## src/rtl/vdp_defs.svh

```systemverilog
// Raster timing, border limits, display line mapping and address width macros
`ifndef VDP_DEFS_SVH
`define VDP_DEFS_SVH

//////////////////////////////
// Horizontal VGA timing
//////////////////////////////

// Pixel counts per line
`define VDP_H_TOTAL         10'd800
`define VDP_H_ACTIVE        10'd640
`define VDP_H_SYNC_START    10'd656
`define VDP_H_SYNC_END      10'd752

//////////////////////////////
// Vertical VGA timing
//////////////////////////////

// Line counts per frame
`define VDP_V_TOTAL         10'd525
`define VDP_V_ACTIVE        10'd480
`define VDP_V_SYNC_START    10'd490
`define VDP_V_SYNC_END      10'd492

//////////////////////////////
// Border and line mapping
//////////////////////////////

// Column limits in doubled pixels
`define VDP_BORDER_LEFT         9'd32
`define VDP_BORDER_LEFT_MASKED  9'd40
`define VDP_BORDER_RIGHT        9'd288

// Row limits in half lines
`define VDP_BORDER_TOP      9'd24
`define VDP_BORDER_BOTTOM   9'd216

// Half lines past the wrap point fold back by the offset
`define VDP_LINE_WRAP           9'd242
`define VDP_LINE_WRAP_OFFSET    9'd30

`define VDP_ACTIVE_LINES    8'd192

// CPU side address register
`define VDP_ADDR_W          14

`endif

```

## src/rtl/vdp_regs_pkg.sv

```systemverilog
// CPU side types: command codes, register indices and the status byte
package vdp_regs_pkg;

    // Command code from the top two bits of the second control byte
    typedef enum logic [1:0] {
        code_vram_read  = 2'd0,
        code_vram_write = 2'd1,
        code_reg_write  = 2'd2,
        code_cram_write = 2'd3
    } vdp_code_t;

    // Registers with fields in use, other indices are ignored
    typedef enum logic [3:0] {
        reg_mode_0     = 4'd0,
        reg_mode_1     = 4'd1,
        reg_backdrop   = 4'd7,
        reg_line_count = 4'd10
    } vdp_reg_idx_t;

    // Status byte as seen on the control port
    typedef struct packed {
        logic       frame_pend;
        logic       spr_overflow;
        logic       spr_collision;
        logic [4:0] unused;
    } vdp_status_t;

endpackage

```

## src/rtl/vdp_video_pkg.sv

```systemverilog
// Pixel side types: palette index, palette colour entry and output channel
package vdp_video_pkg;

    // Palette address, top bit selects the sprite half
    typedef logic [4:0] pal_idx_t;

    // Two bits per component, blue in the top pair
    typedef struct packed {
        logic [1:0] b;
        logic [1:0] g;
        logic [1:0] r;
    } pal_color_t;

    // One VGA colour channel
    typedef logic [3:0] chan_t;

endpackage

```

## src/rtl/vdp_port.sv

```systemverilog
// CPU port decoder with address latch, register fields, pending flags and irq
`timescale 1ns/1ps
`include "vdp_defs.svh"

module vdp_port
    import vdp_regs_pkg::*;
    import vdp_video_pkg::*;
(
    input  logic              video_clk,
    input  logic              reset,

    // CPU side
    input  logic              io_portsel,
    input  logic [7:0]        io_wrdata,
    input  logic              io_wren,
    input  logic              io_rddone,
    output vdp_status_t       io_rddata,
    output logic              irq,

    // Palette write port
    output logic              cram_wren,
    output pal_idx_t          cram_addr,
    output pal_color_t        cram_wrdata,

    // Register levels for the raster
    output logic [3:0]        backdrop_idx,
    output logic              left_col_blank,
    output logic [7:0]        line_irq_count,

    // Interrupt pulses from the raster
    input  logic              frame_pulse,
    input  logic              line_pulse
);

    logic                    ctrl_write;
    logic                    data_write;
    logic                    ctrl_rddone;

    logic                    second_byte;
    vdp_code_t               code;
    logic [`VDP_ADDR_W-1:0]  addr;

    logic                    line_irq_en;
    logic                    frame_irq_en;
    logic                    frame_pend;
    logic                    line_pend;

    // Portsel 1 is control, 0 is data
    assign ctrl_write  = io_wren && io_portsel;
    assign data_write  = io_wren && !io_portsel;
    assign ctrl_rddone = io_rddone && io_portsel;

    //////////////////////////////
    // Control port and registers
    //////////////////////////////

    always_ff @(posedge video_clk or posedge reset) begin
        if (reset) begin
            second_byte    <= 1'b0;
            code           <= code_vram_read;
            addr           <= '0;
            line_irq_en    <= 1'b0;
            frame_irq_en   <= 1'b0;
            left_col_blank <= 1'b0;
            backdrop_idx   <= 4'd0;
            line_irq_count <= 8'd0;
            frame_pend     <= 1'b0;
            line_pend      <= 1'b0;
        end else begin
            if (ctrl_write) begin
                if (!second_byte) begin
                    addr[7:0] <= io_wrdata;
                end else begin
                    code <= vdp_code_t'(io_wrdata[7:6]);
                    addr[`VDP_ADDR_W-1:8] <= io_wrdata[`VDP_ADDR_W-9:0];

                    // Low address byte carries the register value
                    if (vdp_code_t'(io_wrdata[7:6]) == code_reg_write) begin
                        case (vdp_reg_idx_t'(io_wrdata[3:0]))
                            reg_mode_0: begin
                                left_col_blank <= addr[5];
                                line_irq_en    <= addr[4];
                            end
                            reg_mode_1:     frame_irq_en   <= addr[5];
                            reg_backdrop:   backdrop_idx   <= addr[3:0];
                            reg_line_count: line_irq_count <= addr[7:0];
                            default: ;
                        endcase
                    end
                end
                second_byte <= !second_byte;
            end

            // Auto increment after each data write
            if (data_write) begin
                second_byte <= 1'b0;
                addr        <= addr + `VDP_ADDR_W'(1);
            end

            // Status read clears the flags and the byte latch
            if (ctrl_rddone) begin
                second_byte <= 1'b0;
                frame_pend  <= 1'b0;
                line_pend   <= 1'b0;
            end

            // A new pulse wins over a clear on the same edge
            if (frame_pulse) begin
                frame_pend <= 1'b1;
            end
            if (line_pulse) begin
                line_pend <= 1'b1;
            end
        end
    end

    //////////////////////////////
    // Palette write and status
    //////////////////////////////

    assign cram_wren   = data_write && (code == code_cram_write);
    assign cram_addr   = addr[4:0];
    assign cram_wrdata = pal_color_t'(io_wrdata[5:0]);

    // No sprites, so overflow and collision stay zero
    assign io_rddata = '{frame_pend: frame_pend, spr_overflow: 1'b0,
                         spr_collision: 1'b0, unused: 5'd0};

    assign irq = (frame_pend && frame_irq_en) || (line_pend && line_irq_en);

endmodule

```

## src/rtl/vdp_cram.sv

```systemverilog
// 32-entry palette memory with CPU write port and registered raster read
`timescale 1ns/1ps

module vdp_cram
    import vdp_video_pkg::*;
(
    input  logic        video_clk,

    // CPU write side
    input  logic        cram_wren,
    input  pal_idx_t    cram_addr,
    input  pal_color_t  cram_wrdata,

    // Raster read side
    input  pal_idx_t    rd_idx,
    output pal_color_t  rd_color
);

    // Lower half for background, upper half for sprites and backdrop
    pal_color_t mem [32];

    always_ff @(posedge video_clk) begin
        if (cram_wren) begin
            mem[cram_addr] <= cram_wrdata;
        end
    end

    // One cycle read latency, matched by the raster delay stage
    always_ff @(posedge video_clk) begin
        rd_color <= mem[rd_idx];
    end

endmodule

```

## src/rtl/vdp_raster.sv

```systemverilog
// VGA raster counters, sync, border, line interrupts and pixel output registers
`timescale 1ns/1ps
`include "vdp_defs.svh"

module vdp_raster
    import vdp_video_pkg::*;
(
    input  logic        video_clk,
    input  logic        reset,

    // Register levels
    input  logic [3:0]  backdrop_idx,
    input  logic        left_col_blank,
    input  logic [7:0]  line_irq_count,

    // Palette read port
    output pal_idx_t    rd_idx,
    input  pal_color_t  rd_color,

    // Interrupt pulses
    output logic        frame_pulse,
    output logic        line_pulse,

    // VGA output
    output chan_t       video_r,
    output chan_t       video_g,
    output chan_t       video_b,
    output logic        video_de,
    output logic        video_hsync,
    output logic        video_vsync,
    output logic        video_newframe
);

    logic [9:0] hcnt;
    logic [9:0] vcnt;
    logic       hlast;
    logic       hblank;
    logic       vblank;
    logic       hsync;
    logic       vsync;
    logic       newframe;

    logic [8:0] hcnt9;
    logic [8:0] vcnt9;
    logic [8:0] next_vcnt9;
    logic       hborder;
    logic       vborder;
    logic       border;
    pal_idx_t   border_idx;
    pal_idx_t   active_idx;

    logic       line_step;
    logic [7:0] disp_line;
    logic [7:0] line_cnt;

    logic       q_hsync;
    logic       q_vsync;
    logic       q_blank;
    logic       q_newframe;

    //////////////////////////////
    // Counters and sync
    //////////////////////////////

    assign hlast = (hcnt == `VDP_H_TOTAL - 10'd1);

    always_ff @(posedge video_clk or posedge reset) begin
        if (reset) begin
            hcnt <= 10'd0;
            vcnt <= 10'd0;
        end else if (hlast) begin
            hcnt <= 10'd0;
            vcnt <= (vcnt == `VDP_V_TOTAL - 10'd1) ? 10'd0 : vcnt + 10'd1;
        end else begin
            hcnt <= hcnt + 10'd1;
        end
    end

    assign hblank   = (hcnt >= `VDP_H_ACTIVE);
    assign vblank   = (vcnt >= `VDP_V_ACTIVE);
    assign hsync    = (hcnt >= `VDP_H_SYNC_START) && (hcnt < `VDP_H_SYNC_END);
    assign vsync    = (vcnt >= `VDP_V_SYNC_START) && (vcnt < `VDP_V_SYNC_END);
    assign newframe = (hcnt == 10'd0) && (vcnt == 10'd0);

    //////////////////////////////
    // Border and palette index
    //////////////////////////////

    // Every source pixel and line is shown twice
    assign hcnt9 = hcnt[9:1];
    assign vcnt9 = vcnt[9:1];

    assign hborder = !hblank && ((hcnt9 < (left_col_blank ? `VDP_BORDER_LEFT_MASKED
                                                           : `VDP_BORDER_LEFT))
                                 || (hcnt9 >= `VDP_BORDER_RIGHT));
    assign vborder = !vblank && ((vcnt9 < `VDP_BORDER_TOP) || (vcnt9 >= `VDP_BORDER_BOTTOM));
    assign border  = hborder || vborder;

    // No renderer yet, active area falls back to the backdrop as well
    assign border_idx = {1'b1, backdrop_idx};
    assign active_idx = {1'b1, backdrop_idx};
    assign rd_idx     = border ? border_idx : active_idx;

    //////////////////////////////
    // Line step and interrupts
    //////////////////////////////

    // Half line advances at the end of each odd VGA line
    assign line_step  = hlast && vcnt[0];
    assign next_vcnt9 = vcnt9 + 9'd1;

    // Display line of the half line being entered, modulo 256
    always_comb begin
        disp_line = 8'(next_vcnt9 - `VDP_BORDER_TOP);
        if (next_vcnt9 < `VDP_BORDER_TOP) begin
            disp_line = 8'(next_vcnt9 + (9'd256 - `VDP_BORDER_TOP));
        end
        if (next_vcnt9 > `VDP_LINE_WRAP) begin
            disp_line = 8'(next_vcnt9 - `VDP_LINE_WRAP_OFFSET);
        end
    end

    always_ff @(posedge video_clk or posedge reset) begin
        if (reset) begin
            frame_pulse <= 1'b0;
            line_pulse  <= 1'b0;
            line_cnt    <= 8'd0;
        end else begin
            frame_pulse <= line_step && (disp_line == `VDP_ACTIVE_LINES);
            line_pulse  <= 1'b0;
            if (line_step) begin
                if (disp_line <= `VDP_ACTIVE_LINES) begin
                    if (line_cnt == 8'd0) begin
                        line_pulse <= 1'b1;
                        line_cnt   <= line_irq_count;
                    end else begin
                        line_cnt <= line_cnt - 8'd1;
                    end
                end else begin
                    // Outside the display the counter holds the reload value
                    line_cnt <= line_irq_count;
                end
            end
        end
    end

    //////////////////////////////
    // Output pipeline
    //////////////////////////////

    always_ff @(posedge video_clk or posedge reset) begin
        if (reset) begin
            q_hsync        <= 1'b0;
            q_vsync        <= 1'b0;
            q_blank        <= 1'b1;
            q_newframe     <= 1'b0;
            video_hsync    <= 1'b0;
            video_vsync    <= 1'b0;
            video_newframe <= 1'b0;
            video_de       <= 1'b0;
            video_r        <= 4'd0;
            video_g        <= 4'd0;
            video_b        <= 4'd0;
        end else begin
            // Align with the palette read
            q_hsync        <= hsync;
            q_vsync        <= vsync;
            q_blank        <= hblank || vblank;
            q_newframe     <= newframe;

            video_hsync    <= q_hsync;
            video_vsync    <= q_vsync;
            video_newframe <= q_newframe;
            video_de       <= !q_blank;
            if (q_blank) begin
                video_r <= 4'd0;
                video_g <= 4'd0;
                video_b <= 4'd0;
            end else begin
                video_r <= {rd_color.r, rd_color.r};
                video_g <= {rd_color.g, rd_color.g};
                video_b <= {rd_color.b, rd_color.b};
            end
        end
    end

endmodule

```

## src/rtl/vdp_video.sv

```systemverilog
// Video processor top level: port decoder, palette memory and raster
`timescale 1ns/1ps
`include "vdp_defs.svh"

module vdp_video
    import vdp_regs_pkg::*;
    import vdp_video_pkg::*;
(
    input  logic        video_clk,
    input  logic        reset,

    // CPU register port
    input  logic        io_portsel,
    input  logic [7:0]  io_wrdata,
    input  logic        io_wren,
    input  logic        io_rddone,
    output vdp_status_t io_rddata,
    output logic        irq,

    // VGA output
    output chan_t       video_r,
    output chan_t       video_g,
    output chan_t       video_b,
    output logic        video_de,
    output logic        video_hsync,
    output logic        video_vsync,
    output logic        video_newframe
);

    logic       cram_wren;
    pal_idx_t   cram_addr;
    pal_color_t cram_wrdata;
    pal_idx_t   rd_idx;
    pal_color_t rd_color;
    logic [3:0] backdrop_idx;
    logic       left_col_blank;
    logic [7:0] line_irq_count;
    logic       frame_pulse;
    logic       line_pulse;

    vdp_port u_port (
        .video_clk      (video_clk),
        .reset          (reset),
        .io_portsel     (io_portsel),
        .io_wrdata      (io_wrdata),
        .io_wren        (io_wren),
        .io_rddone      (io_rddone),
        .io_rddata      (io_rddata),
        .irq            (irq),
        .cram_wren      (cram_wren),
        .cram_addr      (cram_addr),
        .cram_wrdata    (cram_wrdata),
        .backdrop_idx   (backdrop_idx),
        .left_col_blank (left_col_blank),
        .line_irq_count (line_irq_count),
        .frame_pulse    (frame_pulse),
        .line_pulse     (line_pulse)
    );

    vdp_cram u_cram (
        .video_clk   (video_clk),
        .cram_wren   (cram_wren),
        .cram_addr   (cram_addr),
        .cram_wrdata (cram_wrdata),
        .rd_idx      (rd_idx),
        .rd_color    (rd_color)
    );

    vdp_raster u_raster (
        .video_clk      (video_clk),
        .reset          (reset),
        .backdrop_idx   (backdrop_idx),
        .left_col_blank (left_col_blank),
        .line_irq_count (line_irq_count),
        .rd_idx         (rd_idx),
        .rd_color       (rd_color),
        .frame_pulse    (frame_pulse),
        .line_pulse     (line_pulse),
        .video_r        (video_r),
        .video_g        (video_g),
        .video_b        (video_b),
        .video_de       (video_de),
        .video_hsync    (video_hsync),
        .video_vsync    (video_vsync),
        .video_newframe (video_newframe)
    );

endmodule

```

## config.mk

```make
export PLATFORM = sky130hd
export DESIGN_NAME = vdp_video
export DESIGN_NICKNAME = d
export VERILOG_FILES = /design/src/rtl/vdp_regs_pkg.sv /design/src/rtl/vdp_video_pkg.sv /design/src/rtl/vdp_port.sv /design/src/rtl/vdp_cram.sv /design/src/rtl/vdp_raster.sv /design/src/rtl/vdp_video.sv
export VERILOG_INCLUDE_DIRS = /design/src /design/src/rtl
export SDC_FILE = /design/constraint.sdc
export NUM_CORES = 1
export LEC_CHECK = 0
export ABC_AREA = 1
export ABC_CLOCK_PERIOD_IN_PS = 3000
export BUFFER_PORTS_ARGS = -buffer_cell sky130_fd_sc_hd__buf_2
export CORE_ASPECT_RATIO = 1.5
export CORE_MARGIN = 2
export CORE_UTILIZATION = 49
export CTS_CLUSTER_SIZE = 24
export DETAILED_ROUTE_END_ITERATION = 16
export PLACE_DENSITY = 0.64
export SLEW_MARGIN = 25
export SYNTH_ARGS = -nofsm -noshare
export SYNTH_HDL_FRONTEND = slang
export SYNTH_SLANG_ARGS = --single-unit
```

## constraint.sdc

```tcl
create_clock -name video_clk -period 3 [get_ports video_clk]
set_clock_uncertainty 0.1 [all_clocks]
set_input_delay 0.6 -clock video_clk [delete_from_list [all_inputs] [get_ports video_clk]]
set_output_delay 0.6 -clock video_clk [all_outputs]
set_load 0.01 [all_outputs]
```

==> metrics.cfg <==
[placement]
placed_cells=1042
dp_hpwl_mm=13.88
portBuffers=30
place.gp.congestion=0.8897

[run_status]
outcome=completed

[cts]
clockBufferDepth=2
post-cts-setup-buffers=0
root_buffer=clkbuf_16
cts_hold_buffers=0
h-tree-depth=4
cts-buffers-inserted=17
cts_tree=done
cts.clk_slew.worst_paths_ns=0.07
cts_resized=0
numClockSinks=173
clkLatencyLatePin_ns=0.43

[final_layout]
multi_input_area_um2=2912
final_net_count=880
seq_area_um2=4782
drive_above_1_share_pct=13.89
syn2layout_area_growth_pct=10.59
final_cells=1074
diodes=0
n_fill_cell=1463

[die]
placementRows=58
die_area_um2=18040
start_util_pct=49.78
die_h_um=163.5
ioPinCount=38
die_w_um=110.3
core_um2=16690

[worst_setup_path]
path_cells=inv_1, ha_1, inv_1, ha_1, nand2_1, o21bai_1, nor2_1, nand3_1, nand2_1, nand3_4, nand2_4, nand2_1, nand3_1, nand2_1
critical-path-slowest-cell=dfrtp_1
worstSetupPathType=flop to flop
crit_buf_inv=2
cp_data_arrival_time_ns=2.93
start_kind=flop
cpMostUsedCell=nand2_1
cp_slowest_stage_delay_ns=0.55
required_ns=3.21
end_kind=flop
cp_max_fo=10
crit_family=simple AND/OR/NAND/NOR gates

[yosys]
synth_top_area_cell=edfxtp_1
seq_area_frac_synth_pct=57.54
avgSynthCellArea_um2=10.15
async_flop_share_pct=41.04
synth_area_leaders=edfxtp_1, dfrtp_1, nand2_1
synth_cell_types=51
synth_edf_count=96
yosysMostFrequentCell=nand2_1
yosysTopAreaCellShare_pct=34.69
synth_warnings=0
synth_ff_type=edfxtp_1
syn_area_um2=8309
syn_inst=819
synth_common_cells=nand2_1, inv_1, edfxtp_1
ys_seq_elements=173

[job]
max_cap_viol_count=0

[sta]
slew_viol_final=0
rsz0062_at_grt=no
setup_viol=0
tns_ns=0
min_period_ns=2.714
hold_viol_final=0
tightestPinTransition_ns=0.6988
slew_headroom_pct=53.41
fmax_ghz=0.3685
fin_crit_sh_pct=90.46

[route]
drt_iter0_drc=319
routed_wl_mm=18.78
wl_per_cell_um=17.48
drt-pass1-iter-count=5
vias_per_cell=5.460
drcViolationCount=0
drtAntennaViolNets=0
vias=5864

[min_path]
hp-class=input pin to asynchronous set/reset pin

[power_and_ir_drop]
irDropWorstVdd_mv=0.3267
power_density_nw_per_um2=546.3
leakagePower_nw=3.845

[global_routing]
grt.overflow.total=0
antenna_found_initial=0
grtUsageTotal_pct=23.01
grt_max_degree=36
grt_first_pass_wirelength_mm=30.97
grt_pass1_vias=6018

cell usage in the layout, fill, tap and decap left out, types with 11 or more instances in the layout:
cell type	synthesis	final
inv_1	104	103
dfrtp_1	70	69
nand3_1	52	52
edfxtp_1	96	96
mux2i_1	24	24
o211ai_1	27	27
nand2_2	11	11
clkbuf_16	0	17
o21ai_0	72	72
nand2_1	108	108
buf_4	14	15
a21oi_1	39	39
nor2_1	63	63
ha_1	16	16
nor3_1	11	11
buf_2	3	30
per-stage QoR:
stage | setup WS (ns) | power [mW] | hold slack (ns) | utilization (%) | area [µm²]
finish | 0.2861 | 5.020 | 0.1464 | 55.05 | 9189
global route | 0.009458 | 5.209 | 0.2001 | 55.05 | 9189
CTS | 0.2976 | 5.056 | 0.1644 | 55.05 | 9189
detailed placement | 0.3223 | 2.975 | 0.2372 | 51.67 | 8625
global placement | 0.3979 | 2.969 | 0.2329 | 51.67 | 8625
floorplan | 0.5051 | 2.849 | 0.2312 | - | 8332
logic make-up (layout without fill, tap and decap cells):
family          after synthesis  in the layout  synth area share, %
simple gates                289            289                17.21
flops                       173            173                57.54
compound gates              157            157                10.75
buf+inv                     146            185                7.695
mux                          24             24                2.891
fa+ha+maj                    16             16                2.409
xor+xnor                     13             13                1.461
other cells                   1              7              0.04513
power by group:
part	switching, mW	total [mW]	internal [mW]
Sequential	0.0431	2.61	2.57
Clock	0.978	2.09	1.12
Combinational	0.225	0.317	0.0915
worst paths after layout:
check                                                   from                            endpoint  slack, ns  depth (start not counted)
worst max-delay path            u_raster.vcnt[2]$_DFFE_PP0N_    u_raster.line_cnt[7]$_DFFE_PP0P_       0.29                         14
worst min-delay path                                   reset      u_raster.video_hsync$_DFF_PP0_       0.15                          2
worst max register to register  u_raster.vcnt[2]$_DFFE_PP0N_    u_raster.line_cnt[7]$_DFFE_PP0P_       0.29                         14
worst min register to register    u_raster.q_hsync$_DFF_PP0_      u_raster.video_hsync$_DFF_PP0_       0.25                          0
max in group asynchronous                              reset  u_port.backdrop_idx[1]$_DFFE_PP0P_       1.98                          3
min in group video_clk            u_raster.q_hsync$_DFF_PP0_      u_raster.video_hsync$_DFF_PP0_       0.25                          0
flip-flops by register name, indices dropped and copies added (netlist names), 2 cells and up:
register / cells
u_cram.rd_color: 6
u_raster.video_b: 2
u_raster.line_cnt: 8
u_raster.vcnt: 10
u_raster.video_g: 2
u_port.addr: 8
u_port.backdrop_idx: 4
u_port.code: 2
u_raster.hcnt: 10
u_cram.mem: 96
u_raster.video_r: 2
u_port.line_irq_count: 8
routing by layer:
layer / GRT usage (%) / vias up / part of all wire [%] / wire (µm)
met3: 4.190 / 44 / 2.6 / 497
met4: 9.545 / 0 / 3.6 / 671
met1: 25.65 / 2863 / 38 / 7196
met2: 42.14 / 124 / 55 / 10410
met5: 0 / - / 0 / 0
li1: - / 2833 / - / -
cell type report:
type	instances	share of cell area, %
clock buffer	18	4.779
tap	210	2.859
multi-input combinational	506	31.69
sequential	173	52.04
timing repair buffer	45	2.859
clock inverter	14	1.362
inverter	108	4.412
worst reg2reg max path: stages (launching register included):
cell and delay (ns):
dfrtp_1 0.55, inv_1 0.14, ha_1 0.34, inv_1 0.10, ha_1 0.30, nand2_1 0.06
o21bai_1 0.15, nor2_1 0.11, nand3_1 0.12, nand2_1 0.13, nand3_4 0.15, nand2_4 0.17
nand2_1 0.07, nand3_1 0.07, nand2_1 0.06
Power figures use the tool's default switching activity.
